--- src/common/ip1_pkg.sv ---
`default_nettype none

package ip1_pkg;

  // ------------------------------
  // Plain vector types
  // ------------------------------
  typedef logic [6:0]   cfg_period_t;   // Count of fw_axi_clk cycles
  typedef logic [7:0]   sw_addr_t;      // Word address, argument bits 23..16
  typedef logic [15:0]  cfg_word_t;     // One configuration array word
  typedef logic [31:0]  read_word_t;    // Software read data / status
  typedef logic [255:0] chain_t;        // Config image and readback image
  typedef logic [8:0]   chain_cnt_t;    // Shift count, 0..256

  // ------------------------------
  // Sizes and constants
  // ------------------------------
  localparam int CFG_WORDS     = 16;                  // Configuration array depth
  localparam int CFG_ADDR_BITS = $clog2(CFG_WORDS);
  localparam int CHAIN_BITS    = 256;                 // Shift chain length
  localparam int CAP_WORDS     = 8;                   // Readback words of 32 bits
  localparam int CAP_ADDR_BITS = $clog2(CAP_WORDS);
  localparam int ADDR_MSB      = 23;                  // Address field in the argument word
  localparam int ADDR_LSB      = 16;

  localparam logic [3:0]  TEST1_NUMBER = 4'd1;
  localparam cfg_period_t MIN_DELAY    = 7'd3;        // Shortest usable shift delay

  // Status word bit positions
  localparam int ST_RESET      = 0;
  localparam int ST_W_STATIC   = 1;
  localparam int ST_R_STATIC   = 2;
  localparam int ST_W_ARRAY    = 3;
  localparam int ST_R_ARRAY    = 4;
  localparam int ST_R_DATA     = 5;
  localparam int ST_EXECUTE    = 6;
  localparam int ST_TEST1_DONE = 12;
  localparam int ST_CFG_ERROR  = 31;

  // ------------------------------
  // Structs
  // ------------------------------
  // Single-cycle strobes from software
  typedef struct packed {
    logic w_cfg_static;
    logic r_cfg_static;
    logic w_cfg_array;
    logic r_cfg_array;
    logic r_data_array;
    logic w_status_clear;
    logic w_execute;
  } op_code_t;

  typedef struct packed {
    logic [15:0] spare;
    logic        super_pixel_sel;
    cfg_period_t fast_period;         // Bits 6..0
  } static_cfg_t;

  // Execute word, laid over sw_write24_0
  typedef struct packed {
    logic        mask_reset_not;      // Bit 23, keeps reset_not high
    logic [3:0]  spare;
    logic        loopback;            // Bit 18
    logic [3:0]  test_number;
    cfg_period_t sample;              // Readback sample phase
    cfg_period_t delay;               // Shift phase, bits 6..0
  } test_cfg_t;

  // Pins toward the ASIC
  typedef struct packed {
    logic super_pixel_sel;
    logic config_clk;
    logic reset_not;
    logic config_in;
    logic config_load;
  } asic_out_t;

  typedef enum logic [2:0] {
    IDLE,
    LOAD,
    RESET_PULSE,
    SHIFT,
    DONE
  } test1_state_t;

endpackage

`default_nettype wire

--- src/configclk/configclk_gen.sv ---
`timescale 1ns/1ps
`default_nettype none

module configclk_gen #(
  parameter int CNT_WIDTH = 7
) (
  input  wire                  fw_axi_clk,
  input  wire                  op_code_w_reset,
  input  wire                  enable,
  input  wire  [CNT_WIDTH-1:0] configclk_period,   // Last counter value of a cycle
  output logic [CNT_WIDTH-1:0] clk_counter,        // Phase seen by the FSM
  output logic                 configclk
);

  logic [CNT_WIDTH-1:0] cnt_nxt;

  // Count 0..period inclusive, then wrap
  always_comb begin
    if (clk_counter >= configclk_period) begin
      cnt_nxt = '0;
    end else begin
      cnt_nxt = clk_counter + 1'b1;
    end
  end

  always_ff @(posedge fw_axi_clk) begin
    if (op_code_w_reset) begin
      clk_counter <= '0;
      configclk   <= 1'b0;
    end else if (enable) begin
      clk_counter <= cnt_nxt;
      configclk   <= (cnt_nxt > (configclk_period >> 1));  // High in upper half of the count
    end
  end

endmodule

`default_nettype wire

--- src/test1/config_shifter.sv ---
`timescale 1ns/1ps
`default_nettype none

module config_shifter (
  input  wire                  fw_axi_clk,
  input  wire                  chain_load,
  input  wire                  chain_shift,
  input  wire ip1_pkg::chain_t cfg_array,     // Image from the configuration array
  output logic                 chain_bit0,
  output logic                 chain_last
);

  import ip1_pkg::*;

  chain_t     chain_q;                        // Outgoing image, bit 0 goes first
  chain_cnt_t shift_cnt;                      // Shifts done since load

  always_ff @(posedge fw_axi_clk) begin
    if (chain_load) begin
      chain_q   <= cfg_array;
      shift_cnt <= '0;
    end else if (chain_shift) begin
      chain_q   <= {1'b0, chain_q[CHAIN_BITS-1:1]};      // Shift right
      shift_cnt <= shift_cnt + 1'b1;
    end
  end

  assign chain_bit0 = chain_q[0];
  assign chain_last = (shift_cnt == chain_cnt_t'(CHAIN_BITS - 1));  // 256th shift pending

endmodule

`default_nettype wire

--- src/test1/readback_capture.sv ---
`timescale 1ns/1ps
`default_nettype none

module readback_capture (
  input  wire             fw_axi_clk,
  input  wire             op_code_w_reset,
  input  wire             capture_strobe,     // One per config-clock cycle in SHIFT
  input  wire             loopback,
  input  wire             config_in,          // Bit being sent to the ASIC
  input  wire             fw_config_out,      // Bit coming back from the ASIC
  output ip1_pkg::chain_t capture
);

  import ip1_pkg::*;

  logic bit_in;

  assign bit_in = loopback ? config_in : fw_config_out;

  // New bit enters at the top, first bit ends in bit 0
  always_ff @(posedge fw_axi_clk) begin
    if (op_code_w_reset) begin
      capture <= '0;
    end else if (capture_strobe) begin
      capture <= {bit_in, capture[CHAIN_BITS-1:1]};
    end
  end

endmodule

`default_nettype wire

--- src/test1/test1_fsm.sv ---
`timescale 1ns/1ps
`default_nettype none

module test1_fsm (
  input  wire                       fw_axi_clk,
  input  wire                       op_code_w_reset,
  input  wire ip1_pkg::op_code_t    op_en,
  input  wire [23:0]                sw_write24_0,
  input  wire ip1_pkg::static_cfg_t static_cfg,
  input  wire ip1_pkg::cfg_period_t clk_counter,
  input  wire                       configclk,
  input  wire                       chain_bit0,      // Current outgoing bit
  input  wire                       chain_last,      // Next shift ends the chain
  output logic                      chain_load,
  output logic                      chain_shift,
  output logic                      capture_strobe,
  output logic                      loopback,
  output ip1_pkg::asic_out_t        asic_out,
  output logic                      test1_done,
  output logic                      cfg_error
);

  import ip1_pkg::*;

  test_cfg_t    exec_cfg;              // Argument seen as an execute word
  test_cfg_t    test_cfg;              // Latched on w_execute
  logic         test1_en;
  test1_state_t state;
  test1_state_t state_nxt;

  assign exec_cfg = test_cfg_t'(sw_write24_0);

  // ------------------------------
  // Execute latch and state
  // ------------------------------
  always_ff @(posedge fw_axi_clk) begin
    if (op_code_w_reset) begin
      test_cfg  <= '0;
      test1_en  <= 1'b0;
      cfg_error <= 1'b0;
      state     <= IDLE;
    end else if (op_en.w_execute) begin
      test_cfg  <= exec_cfg;
      test1_en  <= (exec_cfg.test_number == TEST1_NUMBER);
      // Delay must fit inside one config-clock cycle
      cfg_error <= (exec_cfg.delay < MIN_DELAY) ||
                   (exec_cfg.delay > static_cfg.fast_period);
      state     <= IDLE;                                      // Any execute restarts
    end else begin
      state <= state_nxt;
    end
  end

  always_comb begin
    state_nxt = state;
    case (state)
      IDLE: begin
        if (test1_en) begin
          state_nxt = LOAD;
        end
      end
      LOAD: state_nxt = RESET_PULSE;                          // Chain loads here
      RESET_PULSE: begin
        if (clk_counter == static_cfg.fast_period) begin
          state_nxt = SHIFT;                                  // SHIFT opens at counter 0
        end
      end
      SHIFT: begin
        if (chain_shift && chain_last) begin
          state_nxt = DONE;
        end
      end
      DONE: state_nxt = DONE;                                 // Held until execute or reset
      default: state_nxt = IDLE;
    endcase
  end

  // ------------------------------
  // Chain and readback control
  // ------------------------------
  assign chain_load     = (state == LOAD);
  assign chain_shift    = (state == SHIFT) && (clk_counter == test_cfg.delay);
  assign capture_strobe = (state == SHIFT) && (clk_counter == test_cfg.sample);
  assign loopback       = test_cfg.loopback;
  assign test1_done     = (state == DONE);

  // ASIC pins, all low unless test1 is selected
  always_comb begin
    asic_out = '0;
    if (test1_en) begin
      asic_out.super_pixel_sel = static_cfg.super_pixel_sel;
      asic_out.config_clk      = (state == SHIFT) && configclk;
      asic_out.reset_not       = !((state == RESET_PULSE) && !test_cfg.mask_reset_not);
      asic_out.config_in       = (state == SHIFT) && chain_bit0;
      asic_out.config_load     = (state != SHIFT);            // Low only while shifting
    end
  end

endmodule

`default_nettype wire

--- src/design/sw_cmd_regs.sv ---
`timescale 1ns/1ps
`default_nettype none

module sw_cmd_regs (
  input  wire                    fw_axi_clk,
  input  wire                    op_code_w_reset,
  input  wire                    fw_dev_id_enable,
  input  wire ip1_pkg::op_code_t op_code,
  input  wire [23:0]             sw_write24_0,
  output ip1_pkg::op_code_t      op_en,          // Gated strobes for all other blocks
  output ip1_pkg::static_cfg_t   static_cfg,
  output ip1_pkg::chain_t        cfg_array       // Word 0 in low bits
);

  import ip1_pkg::*;

  sw_addr_t                  addr;             // Word address from the argument
  logic                      addr_ok;          // Address inside the array
  cfg_word_t [CFG_WORDS-1:0] cfg_mem;          // 16 x 16 configuration words

  // ------------------------------
  // Strobe gating
  // ------------------------------
  // Only place where the device enable is tested
  assign op_en = fw_dev_id_enable ? op_code : '0;

  assign addr      = sw_write24_0[ADDR_MSB:ADDR_LSB];
  assign addr_ok   = (addr < sw_addr_t'(CFG_WORDS));  // 16 and up ignored
  assign cfg_array = cfg_mem;                          // Packed words form the chain image

  // ------------------------------
  // Static register and array
  // ------------------------------
  always_ff @(posedge fw_axi_clk) begin
    if (op_code_w_reset) begin
      static_cfg <= '0;
      cfg_mem    <= '0;
    end else begin
      if (op_en.w_cfg_static) begin
        static_cfg <= static_cfg_t'(sw_write24_0);    // Whole 24-bit word
      end
      if (op_en.w_cfg_array && addr_ok) begin
        // Low half of the argument is the data
        cfg_mem[addr[CFG_ADDR_BITS-1:0]] <= sw_write24_0[$bits(cfg_word_t)-1:0];
      end
    end
  end

endmodule

`default_nettype wire

--- src/design/sw_readout.sv ---
`timescale 1ns/1ps
`default_nettype none

module sw_readout (
  input  wire                      fw_axi_clk,
  input  wire                      op_code_w_reset,
  input  wire ip1_pkg::op_code_t   op_en,
  input  wire [23:0]               sw_write24_0,
  input  wire ip1_pkg::static_cfg_t static_cfg,
  input  wire ip1_pkg::chain_t     cfg_array,
  input  wire ip1_pkg::chain_t     capture,         // Readback image, bit 0 first captured
  input  wire                      test1_done,
  input  wire                      cfg_error,
  output ip1_pkg::read_word_t      fw_read_data32,  // Combinational, same cycle as strobe
  output ip1_pkg::read_word_t      fw_read_status32
);

  import ip1_pkg::*;

  sw_addr_t                   addr;
  logic [CFG_ADDR_BITS-1:0]   word_a;          // Requested word
  logic [CFG_ADDR_BITS-1:0]   word_b;          // Its neighbor, wraps 15 to 0
  cfg_word_t  [CFG_WORDS-1:0] cfg_words;
  read_word_t [CAP_WORDS-1:0] cap_words;
  read_word_t                 status_q;

  assign addr      = sw_write24_0[ADDR_MSB:ADDR_LSB];
  assign word_a    = addr[CFG_ADDR_BITS-1:0];
  assign word_b    = word_a + 1'b1;
  assign cfg_words = cfg_array;
  assign cap_words = capture;

  // ------------------------------
  // Read-data multiplexer
  // ------------------------------
  always_comb begin
    fw_read_data32 = '0;                                     // No strobe reads zero
    if (op_en.r_cfg_static) begin
      fw_read_data32 = {8'h00, static_cfg};                  // Zero-extended
    end else if (op_en.r_cfg_array) begin
      if (addr < sw_addr_t'(CFG_WORDS)) begin
        fw_read_data32 = {cfg_words[word_b], cfg_words[word_a]};  // Pair read
      end
    end else if (op_en.r_data_array) begin
      if (addr < sw_addr_t'(CAP_WORDS)) begin
        fw_read_data32 = cap_words[addr[CAP_ADDR_BITS-1:0]];
      end
    end
  end

  // ------------------------------
  // Sticky status word
  // ------------------------------
  always_ff @(posedge fw_axi_clk) begin
    if (op_en.w_status_clear) begin
      status_q <= '0;                                        // Clear beats everything
    end else if (op_code_w_reset) begin
      status_q           <= '0;
      status_q[ST_RESET] <= 1'b1;
    end else begin
      if (op_en.w_cfg_static) begin
        status_q[ST_W_STATIC] <= 1'b1;
      end
      if (op_en.r_cfg_static) begin
        status_q[ST_R_STATIC] <= 1'b1;
      end
      if (op_en.w_cfg_array) begin
        status_q[ST_W_ARRAY] <= 1'b1;
      end
      if (op_en.r_cfg_array) begin
        status_q[ST_R_ARRAY] <= 1'b1;
      end
      if (op_en.r_data_array) begin
        status_q[ST_R_DATA] <= 1'b1;
      end
      if (op_en.w_execute) begin
        status_q[ST_EXECUTE] <= 1'b1;
      end
      status_q[ST_TEST1_DONE] <= test1_done;                 // Live flags, one cycle late
      status_q[ST_CFG_ERROR]  <= cfg_error;
    end
  end

  assign fw_read_status32 = status_q;

endmodule

`default_nettype wire

--- src/design/ip1_top.sv ---
`timescale 1ns/1ps
`default_nettype none

module ip1_top (
  input  wire                fw_axi_clk,
  input  wire                op_code_w_reset,      // Synchronous, active high
  input  wire                fw_dev_id_enable,
  input  wire ip1_pkg::op_code_t op_code,          // Single-cycle strobes
  input  wire [23:0]         sw_write24_0,         // Argument word
  output ip1_pkg::read_word_t fw_read_data32,
  output ip1_pkg::read_word_t fw_read_status32,
  output ip1_pkg::asic_out_t asic_out,
  input  wire                fw_config_out          // Serial data back from the ASIC
);

  import ip1_pkg::*;

  // ------------------------------
  // Internal wires
  // ------------------------------
  op_code_t    op_en;                  // Strobes gated with device enable
  static_cfg_t static_cfg;
  chain_t      cfg_array;              // Word 0 in low bits
  chain_t      capture;                // Readback image
  cfg_period_t clk_counter;            // Config-clock phase
  logic        configclk;
  logic        chain_bit0;
  logic        chain_last;             // Next shift is the 256th
  logic        chain_load;
  logic        chain_shift;
  logic        capture_strobe;
  logic        loopback;
  logic        test1_done;
  logic        cfg_error;

  sw_cmd_regs u_cmd (
    .fw_axi_clk       (fw_axi_clk),
    .op_code_w_reset  (op_code_w_reset),
    .fw_dev_id_enable (fw_dev_id_enable),
    .op_code          (op_code),
    .sw_write24_0     (sw_write24_0),
    .op_en            (op_en),
    .static_cfg       (static_cfg),
    .cfg_array        (cfg_array)
  );

  sw_readout u_readout (
    .fw_axi_clk       (fw_axi_clk),
    .op_code_w_reset  (op_code_w_reset),
    .op_en            (op_en),
    .sw_write24_0     (sw_write24_0),
    .static_cfg       (static_cfg),
    .cfg_array        (cfg_array),
    .capture          (capture),
    .test1_done       (test1_done),
    .cfg_error        (cfg_error),
    .fw_read_data32   (fw_read_data32),
    .fw_read_status32 (fw_read_status32)
  );

  configclk_gen #(
    .CNT_WIDTH ($bits(cfg_period_t))
  ) u_clk (
    .fw_axi_clk       (fw_axi_clk),
    .op_code_w_reset  (op_code_w_reset),
    .enable           (fw_dev_id_enable),      // Runs while the device is selected
    .configclk_period (static_cfg.fast_period),
    .clk_counter      (clk_counter),
    .configclk        (configclk)
  );

  test1_fsm u_test1 (
    .fw_axi_clk      (fw_axi_clk),
    .op_code_w_reset (op_code_w_reset),
    .op_en           (op_en),
    .sw_write24_0    (sw_write24_0),
    .static_cfg      (static_cfg),
    .clk_counter     (clk_counter),
    .configclk       (configclk),
    .chain_bit0      (chain_bit0),
    .chain_last      (chain_last),
    .chain_load      (chain_load),
    .chain_shift     (chain_shift),
    .capture_strobe  (capture_strobe),
    .loopback        (loopback),
    .asic_out        (asic_out),
    .test1_done      (test1_done),
    .cfg_error       (cfg_error)
  );

  config_shifter u_shifter (
    .fw_axi_clk  (fw_axi_clk),
    .chain_load  (chain_load),
    .chain_shift (chain_shift),
    .cfg_array   (cfg_array),
    .chain_bit0  (chain_bit0),
    .chain_last  (chain_last)
  );

  readback_capture u_capture (
    .fw_axi_clk      (fw_axi_clk),
    .op_code_w_reset (op_code_w_reset),
    .capture_strobe  (capture_strobe),
    .loopback        (loopback),
    .config_in       (asic_out.config_in),     // Loopback source
    .fw_config_out   (fw_config_out),
    .capture         (capture)
  );

endmodule

`default_nettype wire

--- config.mk ---
export PLATFORM = sky130hd
export DESIGN_NAME = ip1_top
export DESIGN_NICKNAME = d
export VERILOG_FILES = /design/src/common/ip1_pkg.sv /design/src/configclk/configclk_gen.sv /design/src/test1/config_shifter.sv /design/src/test1/readback_capture.sv /design/src/test1/test1_fsm.sv /design/src/design/sw_cmd_regs.sv /design/src/design/sw_readout.sv /design/src/design/ip1_top.sv
export SDC_FILE = /design/constraint.sdc
export NUM_CORES = 2
export LEC_CHECK = 0
export BUFFER_PORTS_ARGS = -buffer_cell sky130_fd_sc_hd__buf_4
export CAP_MARGIN = 10
export CORE_ASPECT_RATIO = 1.5
export CORE_MARGIN = 2
export CORE_UTILIZATION = 29
export CTS_BUF_LIST = sky130_fd_sc_hd__clkbuf_4 sky130_fd_sc_hd__clkbuf_8 sky130_fd_sc_hd__clkbuf_16
export DETAILED_ROUTE_END_ITERATION = 10
export PLACE_DENSITY_LB_ADDON = 0.2
export REMOVE_ABC_BUFFERS = 1
export SETUP_SLACK_MARGIN = 0.3
export SKIP_CTS_REPAIR_TIMING = 1
export SKIP_LAST_GASP = 1
export SYNTH_ARGS = -nofsm -noshare
export SYNTH_HDL_FRONTEND = slang
export SYNTH_SLANG_ARGS = --single-unit
--- constraint.sdc ---
create_clock -name fw_axi_clk -period 19.7 [get_ports fw_axi_clk]
set_input_delay 4.925 -clock fw_axi_clk [delete_from_list [all_inputs] [get_ports fw_axi_clk]]
set_output_delay 4.925 -clock fw_axi_clk [all_outputs]
set_load 0.005 [all_outputs]
==> summary.md <==
| Metric | Value |
|---|---|
| Post-Syn Instances | `around 4,300` |
| Setup WS pre-CTS | `around 6000 ps` |
| Area delta synth->final | `11.74%` |
| # nets final | `approximately 4,200` |
| Yosys cell types | `56` |
| Hold Path Origin | `u_cmd.static_cfg[6]` |
| Largest net degree at the start of global routing | `approximately 200` |
| Clock Skews | `26.82 ps` |
| Yosys reg bits | `around 840` |
| Num rows | `164` |
| Leak pwr | `0.01485 uW` |
| Vias in the first global route | `29,667` |
| Switching Fraction | `0.2388` |
| Worst hold stages | `2` |
| Placed cells | `approximately 5,800` |
| Clock power frac | `0.456` |
| Ys flop type | `dfxtp_1` |
| Minimum clock period | `13,680 ps` |
| Post-synth ARST share | `0` |
| IO Pins | `104` |
| CTS Buf Count | `84` |
| Starting Density | `0.2914` |
| Comb pwr share | `0.053` |
| Seq/Total Area, Yosys | `0.4996` |
| P per Cell Area | `84.46 nW/um^2` |
| Initial antenna violation count | `2` |
| CTS max path bufs | `3` |
| Final max-slew violation count | `0` |
| Net switching power | `873.3 uW` |
| Total gr overflow | `0` |
| Post-synthesis area per instance | `9.029 um^2` |
| H-tree levels | `3` |
| Initial DRT Pass Iterations | `6` |
| Post-synth EDFFs | `between 200 and 300` |
| Power consumption | `~3700 uW` |
| Layout cells sized above 1 | `0.1240` |
| Routability Congestion | `0.9355` |
| Die Area | `about 140,000 um^2` |
| CP required | `14,780 ps` |
| CTS tree | `done` |
| Initial drt markers | `2,534` |
| DR vias | `30,827` |
| RSZ-0062 raised after global routing | `no` |
| Worst-Margin Slew | `roughly 1300 ps` |
| Setup slack after layout | `approximately 6000 ps` |
| Crit start category | `input pin` |
| R2R Path Start | `u_clk.clk_counter[5]` |
| Fin crit share | `0.6943` |
| Filler Cells Inserted | `13,879` |
| Pint | `2783 uW` |
| Via-to-Cell Ratio | `just over 5` |
| Final setup violation count | `0` |
| Drt wl/cell | `between 20 and 25 um` |
| HP Class | `reg2reg` |
| WHS Endpoint | `u_cmd.static_cfg[6]` |
| VDD IR max | `53.67 uV` |
| Die Span X | `302.4 um` |
| Crit end category | `output pin` |
| Register-to-Register Path Depth | `7` |
| DRT Wirelength | `133,600 um` |
| GRT Overall Usage | `0.1926` |
| Max cap viols | `0` |
| DRT antenna net count | `0` |
| First-pass GRT wire length | `between 150,000 and 200,000 um` |
| Worst Path Class, Setup | `in2out` |
| Cell area after synthesis | `around 39,000 um^2` |
| Root buf cell | `clkbuf_16` |
| Core Box Area | `133,000 um^2` |
| Slew margin rel. | `0.1663` |
| Final Hold Violating Endpoints | `0` |
| Clock-pin slew of the registers on the worst-case setup and hold paths | `60 ps` |
| Clk sinks | `839` |
| DRC viols | `0` |
| Chip height | `between 400 and 500 um` |
| Hpwl dp | `88,610 um` |
| FMAX | `approximately 0.073 GHz` |
| WHS | `454.1 ps` |
| Port bufs | `80` |
| Worst R2R Setup Slack | `15,410 ps` |
| Setup TNS | `0 ps` |
| Run status | `finished, final reports clean` |
| Fin cells | `approximately 6,000` |
| CP Max Fanout | `57` |
| Syn. warnings | `0` |
| Sequential Power Share | `0.491` |
| Clock latency on the worst-skew pair | `around 690 ps` |
| FF-to-FF End | `u_capture.capture[125]` |
| Critical path arrival | `8750 ps` |
layer usage:
layer | global-route usage | vias up | share of wire
met5 | 0 | - | 0
met4 | 0.09298 | 0 | 0.051
met3 | 0.02482 | 193 | 0.054
met2 | 0.3290 | 942 | 0.49
met1 | 0.2388 | 15369 | 0.40
li1 | - | 14323 | -
power groups by stage:
stage               clock, uW  sequential [uW]  combinational, uW
CTS                      1710             1800                195
global placement            0             1840                194
floorplan                   0             1840               86.7
global route             1770             1800                207
finish                   1670             1800                193
detailed placement          0             1840                195
stage by stage:
stage	utilization	area, um^2
floorplan	-	37160
global placement	0.3043	40460
detailed placement	0.3043	40460
CTS	0.3255	43280
global route	0.3255	43280
finish	0.3256	43290
kinds of logic (layout without fill, tap and decap cells):
kind of cell	after synthesis	count (layout)	synth area share
simple gates	1857	1857	0.1867
compound gates	864	864	0.1172
flops	839	839	0.4996
buf+inv	408	305	0.04492
mux	266	266	0.1362
xor+xnor	29	29	0.006555
fa+ha+maj	27	27	0.008719
other cells	1	27	0.00009679
synth_stat cells, drive strengths merged, types with 5 or more instances:
master | number | area (um^2)
o22ai | 19 | 118.9
nand2b | 8 | 50.05
nand2 | 1718 | 6449
buf | 125 | 676.9
o21ai | 206 | 1031
nor2 | 52 | 195.2
inv | 19 | 71.32
xor2 | 11 | 96.34
xnor2 | 18 | 157.7
o21a | 9 | 67.56
mux4 | 209 | 4707
nand3 | 22 | 110.1
mux2i | 57 | 570.6
o2111ai | 7 | 61.31
a21o | 7 | 52.55
o211ai | 10 | 75.07
a21oi | 576 | 2883
clkbuf | 264 | 992.2
and2 | 7 | 43.79
ha | 27 | 337.8
nor3 | 6 | 50.05
or3 | 5 | 31.28
nand4 | 6 | 43.79
o22a | 8 | 70.07
dfxtp | 583 | 11670
edfxtp | 256 | 7687
nor4 | 6 | 37.54
nand4b | 7 | 61.31
worst max path at each step:
stage / start / slack, ps / endpoint
6_report: sw_write24_0[16] / 6020 / fw_read_data32[11]
5_1_grt: sw_write24_0[16] / 5630 / fw_read_data32[19]
4_1_cts: sw_write24_0[16] / 5980 / fw_read_data32[19]
3_5_place_dp: sw_write24_0[16] / 5980 / fw_read_data32[19]
3_3_place_gp: sw_write24_0[16] / 6000 / fw_read_data32[21]
2_1_floorplan: u_test1.state[0] / -16080 / u_shifter.chain_q[0]
worst max-delay path, stage by stage:
cell	delay (ps)
buf_8	190
buf_4	660
buf_4	800
mux4_2	600
mux4_2	670
nand3_1	220
o211ai_1	250
buf_4	260
cell usage in the layout (no fill, tap or decap), drive strengths merged, types with 3 or more instances in the layout:
cell type     n
a211oi        4
a21o          7
a21oi       576
a31o          4
a31oi         3
and2          7
buf         130
bufinv        3
clkbuf      124
clkinv       21
conb         23
dfxtp       583
diode         4
edfxtp      256
ha           27
inv          25
mux2i        57
mux4        209
nand2      1718
nand2b        8
nand3        22
nand3b        3
nand4         6
nand4b        7
nor2         52
nor2b         4
nor3          6
nor3b         3
nor4          6
o2111ai       7
o211ai       10
o21a          9
o21ai       206
o22a          8
o22ai        19
or3           5
xnor2        18
xor2         11
area by class of cell:
cell class	count	area (um^2)	share of cell area
antenna	4	10.01	0.0002312
clock buffer	124	2537	0.05861
clock inverter	32	285.3	0.006590
inverter	19	71.32	0.001647
multi-input combinational	3066	17820	0.4115
sequential	839	19360	0.4472
tap	1743	2181	0.05038
timing repair buffer	130	1032	0.02384
flip-flops by register name (all words and copies together) (netlist names):
name,cells
u_capture.capture,256
u_cmd.cfg_array,256
u_shifter.chain_q,256
u_cmd.static_cfg,24
u_test1.test_cfg,15
u_readout.fw_read_status32,9
u_shifter.shift_cnt,9
u_clk.clk_counter,7
u_test1.state,3
u_clk.configclk,1
u_test1.cfg_error,1
u_test1.loopback,1
u_test1.test1_en,1
Power figures use the tool's default switching activity.
